--- src/timer_pkg.sv ---
// ----------------------------------------------------------------------
// shared types and address map of the APB timer subsystem
// all registers are 32-bit words and byte lanes are not supported
// register offsets are decoded on paddr[5:2] only
// ----------------------------------------------------------------------
package timer_pkg;

	// ------------------------------------------------------------------
	// widths with a meaning
	// ------------------------------------------------------------------

	// APB byte address, 16-bit peripheral space
	typedef logic [15:0] apb_addr_t;
	// APB data word
	typedef logic [31:0] apb_data_t;
	// timer count and compare value
	typedef logic [63:0] mtime_t;

	// ------------------------------------------------------------------
	// APB bus
	// ------------------------------------------------------------------

	// master to slave
	typedef struct packed {
		logic      psel;
		logic      penable;
		logic      pwrite;
		apb_addr_t paddr;
		apb_data_t pwdata;
	} apb_req_t;

	// slave to master
	typedef struct packed {
		apb_data_t prdata;
		logic      pready;
		logic      pslverr;
	} apb_rsp_t;

	// ------------------------------------------------------------------
	// address map
	// ------------------------------------------------------------------

	// timer window in the top two address bits
	localparam apb_addr_t TIMER_WIN_BASE = 16'h0000;
	localparam apb_addr_t WIN_MASK       = 16'hc000;

	// timer register byte offsets
	localparam apb_addr_t REG_CTRL      = 16'h0000;
	localparam apb_addr_t REG_MTIME     = 16'h0008;
	localparam apb_addr_t REG_MTIMEH    = 16'h000c;
	localparam apb_addr_t REG_MTIMECMP  = 16'h0010;
	localparam apb_addr_t REG_MTIMECMPH = 16'h0014;

endpackage

--- src/us_tick_gen.sv ---
// ----------------------------------------------------------------------
// microsecond timebase, one-cycle tick every CLK_MHZ clock cycles
// CLK_MHZ must be a whole number of MHz, 1 or more
// first tick arrives CLK_MHZ cycles after reset is released
// ----------------------------------------------------------------------
`timescale 1ns/1ps

module us_tick_gen #(
	parameter int CLK_MHZ = 27
) (
	input  logic clk,
	input  logic rst_n,
	output logic tick
);

	// counter must hold CLK_MHZ - 1, and at least one bit
	localparam int CW = (CLK_MHZ > 1) ? $clog2(CLK_MHZ) : 1;
	localparam logic [CW-1:0] RELOAD = CW'(CLK_MHZ - 1);

	logic [CW-1:0] tick_ctr;
	logic          ctr_zero;

	assign ctr_zero = (tick_ctr == '0);

	// down-counter, reloads after reaching zero
	always_ff @(posedge clk or negedge rst_n) begin
		if (!rst_n) begin
			tick_ctr <= RELOAD;
		end else if (ctr_zero) begin
			tick_ctr <= RELOAD;
		end else begin
			tick_ctr <= tick_ctr - 1'b1;
		end
	end

	// registered strobe marks each reload
	always_ff @(posedge clk or negedge rst_n) begin
		if (!rst_n) begin
			tick <= 1'b0;
		end else begin
			tick <= ctr_zero;
		end
	end

endmodule

--- src/apb_window_decode.sv ---
// ----------------------------------------------------------------------
// APB window decoder with a single slave and an error path
// purely combinational, adds no wait states
// accesses outside the timer window complete at once with pslverr
// ----------------------------------------------------------------------
`timescale 1ns/1ps

module apb_window_decode (
	input  timer_pkg::apb_req_t bus_req,
	output timer_pkg::apb_rsp_t bus_rsp,
	output timer_pkg::apb_req_t timer_req,
	input  timer_pkg::apb_rsp_t timer_rsp
);

	import timer_pkg::*;

	logic timer_hit;
	logic access_phase;

	// ------------------------------------------------------------------
	// window match
	// ------------------------------------------------------------------

	assign timer_hit    = ((bus_req.paddr & WIN_MASK) == TIMER_WIN_BASE);
	assign access_phase = bus_req.psel & bus_req.penable;

	// ------------------------------------------------------------------
	// request path
	// ------------------------------------------------------------------

	// everything passes through, select only inside the window
	always_comb begin
		timer_req      = bus_req;
		timer_req.psel = bus_req.psel & timer_hit;
	end

	// ------------------------------------------------------------------
	// response path
	// ------------------------------------------------------------------

	always_comb begin
		if (timer_hit) begin
			bus_rsp = timer_rsp;
		end else begin
			// unmapped window
			bus_rsp.prdata  = '0;
			bus_rsp.pready  = 1'b1;
			bus_rsp.pslverr = access_phase;
		end
	end

endmodule

--- src/mtimer.sv ---
// ----------------------------------------------------------------------
// RISC-V style machine timer on APB, 64-bit mtime and mtimecmp
// mtime counts on tick while enabled and freezes during debug halt
// irq is a level, high while mtime >= mtimecmp, one cycle late
// ----------------------------------------------------------------------
`timescale 1ns/1ps

module mtimer (
	input  logic                clk,
	input  logic                rst_n,
	input  timer_pkg::apb_req_t req,
	output timer_pkg::apb_rsp_t rsp,
	input  logic                tick,
	input  logic                dbg_halt,
	output logic                irq
);

	import timer_pkg::*;

	// word offsets as seen on paddr[5:2]
	localparam logic [3:0] OFS_CTRL      = REG_CTRL[5:2];
	localparam logic [3:0] OFS_MTIME     = REG_MTIME[5:2];
	localparam logic [3:0] OFS_MTIMEH    = REG_MTIMEH[5:2];
	localparam logic [3:0] OFS_MTIMECMP  = REG_MTIMECMP[5:2];
	localparam logic [3:0] OFS_MTIMECMPH = REG_MTIMECMPH[5:2];

	logic       bus_wr;
	logic [3:0] ofs;

	logic wr_ctrl;
	logic wr_mtime_lo;
	logic wr_mtime_hi;
	logic wr_cmp_lo;
	logic wr_cmp_hi;

	logic      ctrl_en;
	mtime_t    mtime;
	mtime_t    mtimecmp;
	logic      count_en;
	apb_data_t rd_data;

	// ------------------------------------------------------------------
	// register write strobes
	// ------------------------------------------------------------------

	// no wait states, so the access phase is the last one
	assign bus_wr = req.psel & req.penable & req.pwrite;
	assign ofs    = req.paddr[5:2];

	assign wr_ctrl     = bus_wr && (ofs == OFS_CTRL);
	assign wr_mtime_lo = bus_wr && (ofs == OFS_MTIME);
	assign wr_mtime_hi = bus_wr && (ofs == OFS_MTIMEH);
	assign wr_cmp_lo   = bus_wr && (ofs == OFS_MTIMECMP);
	assign wr_cmp_hi   = bus_wr && (ofs == OFS_MTIMECMPH);

	// ------------------------------------------------------------------
	// control
	// ------------------------------------------------------------------

	// bit 0 enables counting
	always_ff @(posedge clk or negedge rst_n) begin
		if (!rst_n) begin
			ctrl_en <= 1'b0;
		end else if (wr_ctrl) begin
			ctrl_en <= req.pwdata[0];
		end
	end

	// ------------------------------------------------------------------
	// mtime
	// ------------------------------------------------------------------

	assign count_en = tick & ctrl_en & ~dbg_halt;

	// a software write to either half wins over the increment
	always_ff @(posedge clk or negedge rst_n) begin
		if (!rst_n) begin
			mtime <= '0;
		end else if (wr_mtime_lo) begin
			mtime[31:0] <= req.pwdata;
		end else if (wr_mtime_hi) begin
			mtime[63:32] <= req.pwdata;
		end else if (count_en) begin
			mtime <= mtime + 64'd1;
		end
	end

	// ------------------------------------------------------------------
	// mtimecmp
	// ------------------------------------------------------------------

	// all ones out of reset keeps irq quiet
	always_ff @(posedge clk or negedge rst_n) begin
		if (!rst_n) begin
			mtimecmp <= '1;
		end else begin
			if (wr_cmp_lo) begin
				mtimecmp[31:0] <= req.pwdata;
			end
			if (wr_cmp_hi) begin
				mtimecmp[63:32] <= req.pwdata;
			end
		end
	end

	// ------------------------------------------------------------------
	// interrupt
	// ------------------------------------------------------------------

	// compares the registered values, so irq follows one cycle late
	always_ff @(posedge clk or negedge rst_n) begin
		if (!rst_n) begin
			irq <= 1'b0;
		end else begin
			irq <= (mtime >= mtimecmp);
		end
	end

	// ------------------------------------------------------------------
	// read data
	// ------------------------------------------------------------------

	always_comb begin
		case (ofs)
			OFS_CTRL: begin
				rd_data = {31'd0, ctrl_en};
			end
			OFS_MTIME: begin
				rd_data = mtime[31:0];
			end
			OFS_MTIMEH: begin
				rd_data = mtime[63:32];
			end
			OFS_MTIMECMP: begin
				rd_data = mtimecmp[31:0];
			end
			OFS_MTIMECMPH: begin
				rd_data = mtimecmp[63:32];
			end
			default: begin
				// unknown offsets read as zero, no error
				rd_data = '0;
			end
		endcase
	end

	// never stretches a transfer, never errors
	assign rsp = '{prdata: rd_data, pready: 1'b1, pslverr: 1'b0};

endmodule

--- src/timer_subsys.sv ---
// ----------------------------------------------------------------------
// APB timer subsystem, tick generator, window decoder and mtimer
// CLK_MHZ sets the clock frequency in MHz for the microsecond tick
// every APB transfer takes exactly two cycles, mapped or not
// ----------------------------------------------------------------------
`timescale 1ns/1ps

module timer_subsys #(
	parameter int CLK_MHZ = 27
) (
	input  logic                clk,
	input  logic                rst_n,
	input  timer_pkg::apb_req_t bus_req,
	output timer_pkg::apb_rsp_t bus_rsp,
	input  logic                dbg_halt,
	output logic                timer_irq
);

	import timer_pkg::*;

	apb_req_t timer_req;
	apb_rsp_t timer_rsp;
	logic     tick;

	// ------------------------------------------------------------------
	// microsecond timebase
	// ------------------------------------------------------------------

	us_tick_gen #(
		.CLK_MHZ (CLK_MHZ)
	) u_tick_gen (
		.clk   (clk),
		.rst_n (rst_n),
		.tick  (tick)
	);

	// ------------------------------------------------------------------
	// bus decode
	// ------------------------------------------------------------------

	apb_window_decode u_decode (
		.bus_req   (bus_req),
		.bus_rsp   (bus_rsp),
		.timer_req (timer_req),
		.timer_rsp (timer_rsp)
	);

	// ------------------------------------------------------------------
	// machine timer
	// ------------------------------------------------------------------

	mtimer u_mtimer (
		.clk      (clk),
		.rst_n    (rst_n),
		.req      (timer_req),
		.rsp      (timer_rsp),
		.tick     (tick),
		.dbg_halt (dbg_halt),
		.irq      (timer_irq)
	);

endmodule

--- config.mk ---
export PLATFORM = sky130hd
export DESIGN_NAME = timer_subsys
export DESIGN_NICKNAME = d
export VERILOG_FILES = /design/src/timer_pkg.sv /design/src/us_tick_gen.sv /design/src/apb_window_decode.sv /design/src/mtimer.sv /design/src/timer_subsys.sv
export SDC_FILE = /design/constraint.sdc
export NUM_CORES = 1
export LEC_CHECK = 0
export BUFFER_PORTS_ARGS = -buffer_cell sky130_fd_sc_hd__buf_2
export CAP_MARGIN = 20
export CELL_PAD_IN_SITES_DETAIL_PLACEMENT = 0
export CELL_PAD_IN_SITES_GLOBAL_PLACEMENT = 1
export CORE_MARGIN = 3
export CORE_UTILIZATION = 50
export DETAILED_ROUTE_END_ITERATION = 12
export GPL_TIMING_DRIVEN = 0
export PLACE_DENSITY_LB_ADDON = 0.2
export SYNTH_ARGS = -nofsm -noshare
export SYNTH_HDL_FRONTEND = slang
export SYNTH_SLANG_ARGS = --single-unit
--- constraint.sdc ---
create_clock -name clk -period 6.1 [get_ports clk]
set_input_delay 1.525 -clock clk [delete_from_list [all_inputs] [get_ports clk]]
set_output_delay 1.525 -clock clk [all_outputs]
set_load 0.005 [all_outputs]
==> metrics.yaml <==
ctsResizeCount: 0
vias: 9058
hpwl_um: 24200
final_layout_size_suffix_gt1_share_pct: 24.4
powerDensity_mw_per_mm2: 220
critPathBufInv: 4
syn-cell-area_mm2: 0.00934
worstSetupPathType: "in -> out"
grt.overflow.total: 0
coreArea_mm2: 0.0181
via_per_inst: 6.53
crit_chain: "buf_2 > nand2b_1 > nor3_1 > buf_4 > clkbuf_1 > a222oi_1 > a21oi_1 > buf_2"
worst-path-max-fanout: 10
final_net_count: 1265
synth-seq-cells: 136
hp-class: "reg -> reg"
die_x_um: 143
rsz0062_at_grt: "no"
finClkSkew_ps: 11.0
fin_crit_sh_pct: 83.4
drc: 0
tns_ps: 0
cts_buffer_depth: 2
startpoint: "bus_req[37]"
async_flop_share_pct: 100
dpl_cell_area_mm2: 0.0101
critical-path-slowest-cell: "clkbuf_1"
clock-sinks: 136
antenna_found_initial: 0
numPortBuffers: 77
utilization_pct: 59.0
cts_tree: "built"
dieHeight_um: 143
pwr-share-clk_pct: 47.9
grt_use_total_pct: 32.5
syn_to_final_growth_pct: 14.6
setup_ws_ps: 1010
cp.arrival_ps: 3560
fin_area_mm2: 0.0107
reg2regPathDepth: 6
routed_wl_um: 32900
cp_top_family: "buffers and inverters"
post-place-ws_ps: 1060
first_pass_iters: 5
p_int_mw: 1.76
ant_nets: 0
netlist-cell-type-count: 68
reg2reg_from: "u_mtimer.mtime[34]"
crit_path_end_kind: "output port"
n_antenna_cell: 0
r2r_slack_ps: 3290
wl_per_cell_um: 23.7
ys.flop_type: "dfrtp_1"
pwr-share-seq_pct: 42.7
r2r_end: "u_mtimer.mtime[63]"
cp.required_ps: 4580
fin_crit_ps: 5090
place.gp.congestion: 0.987
power_switching_mw: 0.596
grt_start_max_net_pins: 93
start_util_pct: 51.5
crit_cells: 8
status: "finished clean"
hold_buffers: 0
peakVddDrop_mv: 0.188
grt_pass1_vias: 8691
fillCellCount: 1642
p_leak_nw: 4.40
drtIter0Drc: 1040
synth_edf_count: 0
hold_viol_final: 0
max_cap_violations: 0
timing.critical_path.slowest_cell_delay_ps: 510
power.share.switching_pct: 25.3
fp-row-count: 49
cpMostUsedCell: "buf_2"
dieArea_mm2: 0.0204
clk_latency_ps: 430
pin_count: 89
cts-root-buf: "clkbuf_16"
setup_viol: 0
max_clock_freq_mhz: 197
slew_violations: 0
avgSynthCellArea_um2: 8.93
cts_made_buffers: 17
synth.yosys.seq_area_share_pct: 37.3
syn_inst: 1046
slew_headroom_pct: 30.5
crit_path_end: "bus_rsp[13]"
grt_pass1_wl_um: 50400
worst_setup_path_start_kind: "primary input"
combPwrFrac_pct: 9.4
synth_fp_nets: 1166
ys_warn_count: 0
path_clk_slew_ps: 60
tightest_slew_ps: 1040
cts_htree_levels: 4
post-cts-setup-buffers: 0
[through the flow]
step / power, mW / instances / hold WS (ps)
finish: 2.36 / 1387 / 458
global route: 2.44 / 1387 / 485
CTS: 2.37 / 1387 / 456
detailed placement: 1.24 / 1355 / 449
global placement: 1.23 / 1352 / 447
floorplan: 1.13 / 1046 / 427
[cells in the mapped netlist (all sizes together) (3+ instances only)]
| cell type | n | area, um2 |
|---|---|---|
| a21oi | 123 | 623 |
| nand2 | 100 | 375 |
| inv | 81 | 304 |
| dfrtp | 69 | 1730 |
| dfstp | 67 | 1760 |
| ha | 66 | 826 |
| mux2 | 65 | 732 |
| o21ai | 52 | 260 |
| nor2 | 47 | 179 |
| clkbuf | 38 | 145 |
| nand3 | 35 | 175 |
| nand4 | 33 | 228 |
| a222oi | 32 | 320 |
| nor3 | 28 | 140 |
| buf | 26 | 134 |
| o22ai | 19 | 119 |
| and3 | 16 | 106 |
| a2bb2oi | 15 | 131 |
| a21o | 14 | 105 |
| and4 | 13 | 115 |
| nor4 | 13 | 103 |
| a31oi | 11 | 68.8 |
| and2 | 9 | 57.6 |
| nand2b | 7 | 43.8 |
| o22a | 6 | 52.6 |
| o211ai | 5 | 37.5 |
| a221o | 4 | 40.0 |
| a22oi | 4 | 30.0 |
| o21a | 4 | 30.0 |
| o31ai | 4 | 30.0 |
| o32ai | 4 | 35.0 |
| or4 | 4 | 30.0 |
| a221oi | 3 | 26.3 |
| a31o | 3 | 26.3 |
| or3 | 3 | 18.8 |
[sequential cells by signal, summed over array words and instances (netlist names)]
| name | count |
|---|---|
| u_mtimer.mtimecmp | 64 |
| u_mtimer.irq | 1 |
| u_mtimer.mtime | 64 |
| u_tick_gen.tick | 1 |
| u_mtimer.ctrl_en | 1 |
| u_tick_gen.tick_ctr | 5 |
[worst min path at each step]
| stage | from | end | cells past startpoint |
|---|---|---|---|
| final | u_tick_gen.tick_ctr[0] | u_tick_gen.tick_ctr[0] | 1 |
| after global routing | u_tick_gen.tick_ctr[0] | u_tick_gen.tick_ctr[0] | 1 |
| after CTS | u_tick_gen.tick_ctr[0] | u_tick_gen.tick_ctr[0] | 1 |
| after detailed placement | u_tick_gen.tick_ctr[0] | u_tick_gen.tick_ctr[0] | 1 |
| after global placement | u_tick_gen.tick_ctr[0] | u_tick_gen.tick_ctr[0] | 1 |
| after floorplan | u_tick_gen.tick_ctr[0] | u_tick_gen.tick_ctr[0] | 1 |
[per-layer routing]
metal,vias to the layer above,track usage [%],part of all wire [%]
met5,-,0,0
met2,430,50.8,45
met1,4405,44.0,42
li1,4135,-,-
met4,0,14.4,4.6
met3,88,6.53,8.2
[power groups by stage]
stage	Sequential [mW]	Clock (mW)	Combinational (mW)
after global routing	1.01	1.18	0.252
final	1.01	1.13	0.222
after global placement	1.02	0	0.213
after floorplan	1.00	0	0.130
after CTS	1.00	1.14	0.222
after detailed placement	1.02	0	0.220
[cells by family after synthesis]
logic type / share of synthesized area, %
AOI/OAI and AO/OA: 22.0
and+or+nand+nor: 17.6
buffers and inverters: 6.24
DFF: 37.3
adders and majority gates: 8.84
muxes: 7.94
other: 0.0401
xor gates and xnor gates: 0.0938
[layout make-up]
class / instances / area (um2) / area share, %
multi-input cells: 765 / 5270 / 49.3
flip-flops and latches: 136 / 3490 / 32.6
clock buffers: 20 / 467 / 4.36
repair buffers: 80 / 434 / 4.06
inverters: 81 / 304 / 2.84
well taps: 229 / 287 / 2.68
plain buffers: 64 / 279 / 2.61
clock inverters: 12 / 173 / 1.61
[cells in the final DEF (no fill, tap or decap), types with 5 or more instances in the layout]
cell,netlist,final
a21o_1,14,14
a21oi_1,121,121
a222oi_1,32,32
a2bb2oi_1,15,15
a31oi_1,11,11
and2_1,8,8
and3_1,14,14
and4_1,12,12
buf_1,8,8
buf_2,14,90
buf_4,3,5
clkbuf_1,36,36
clkbuf_16,0,17
dfrtp_1,69,69
dfstp_2,67,67
ha_1,66,66
inv_1,81,81
mux2_2,65,65
nand2_1,100,100
nand2b_1,7,7
nand3_1,35,35
nand4_1,31,31
nor2_1,46,46
nor3_1,28,28
nor4_1,11,11
o211ai_1,5,5
o21ai_0,48,48
o22a_1,6,6
o22ai_1,19,19
(Power assumes the default switching activity.)
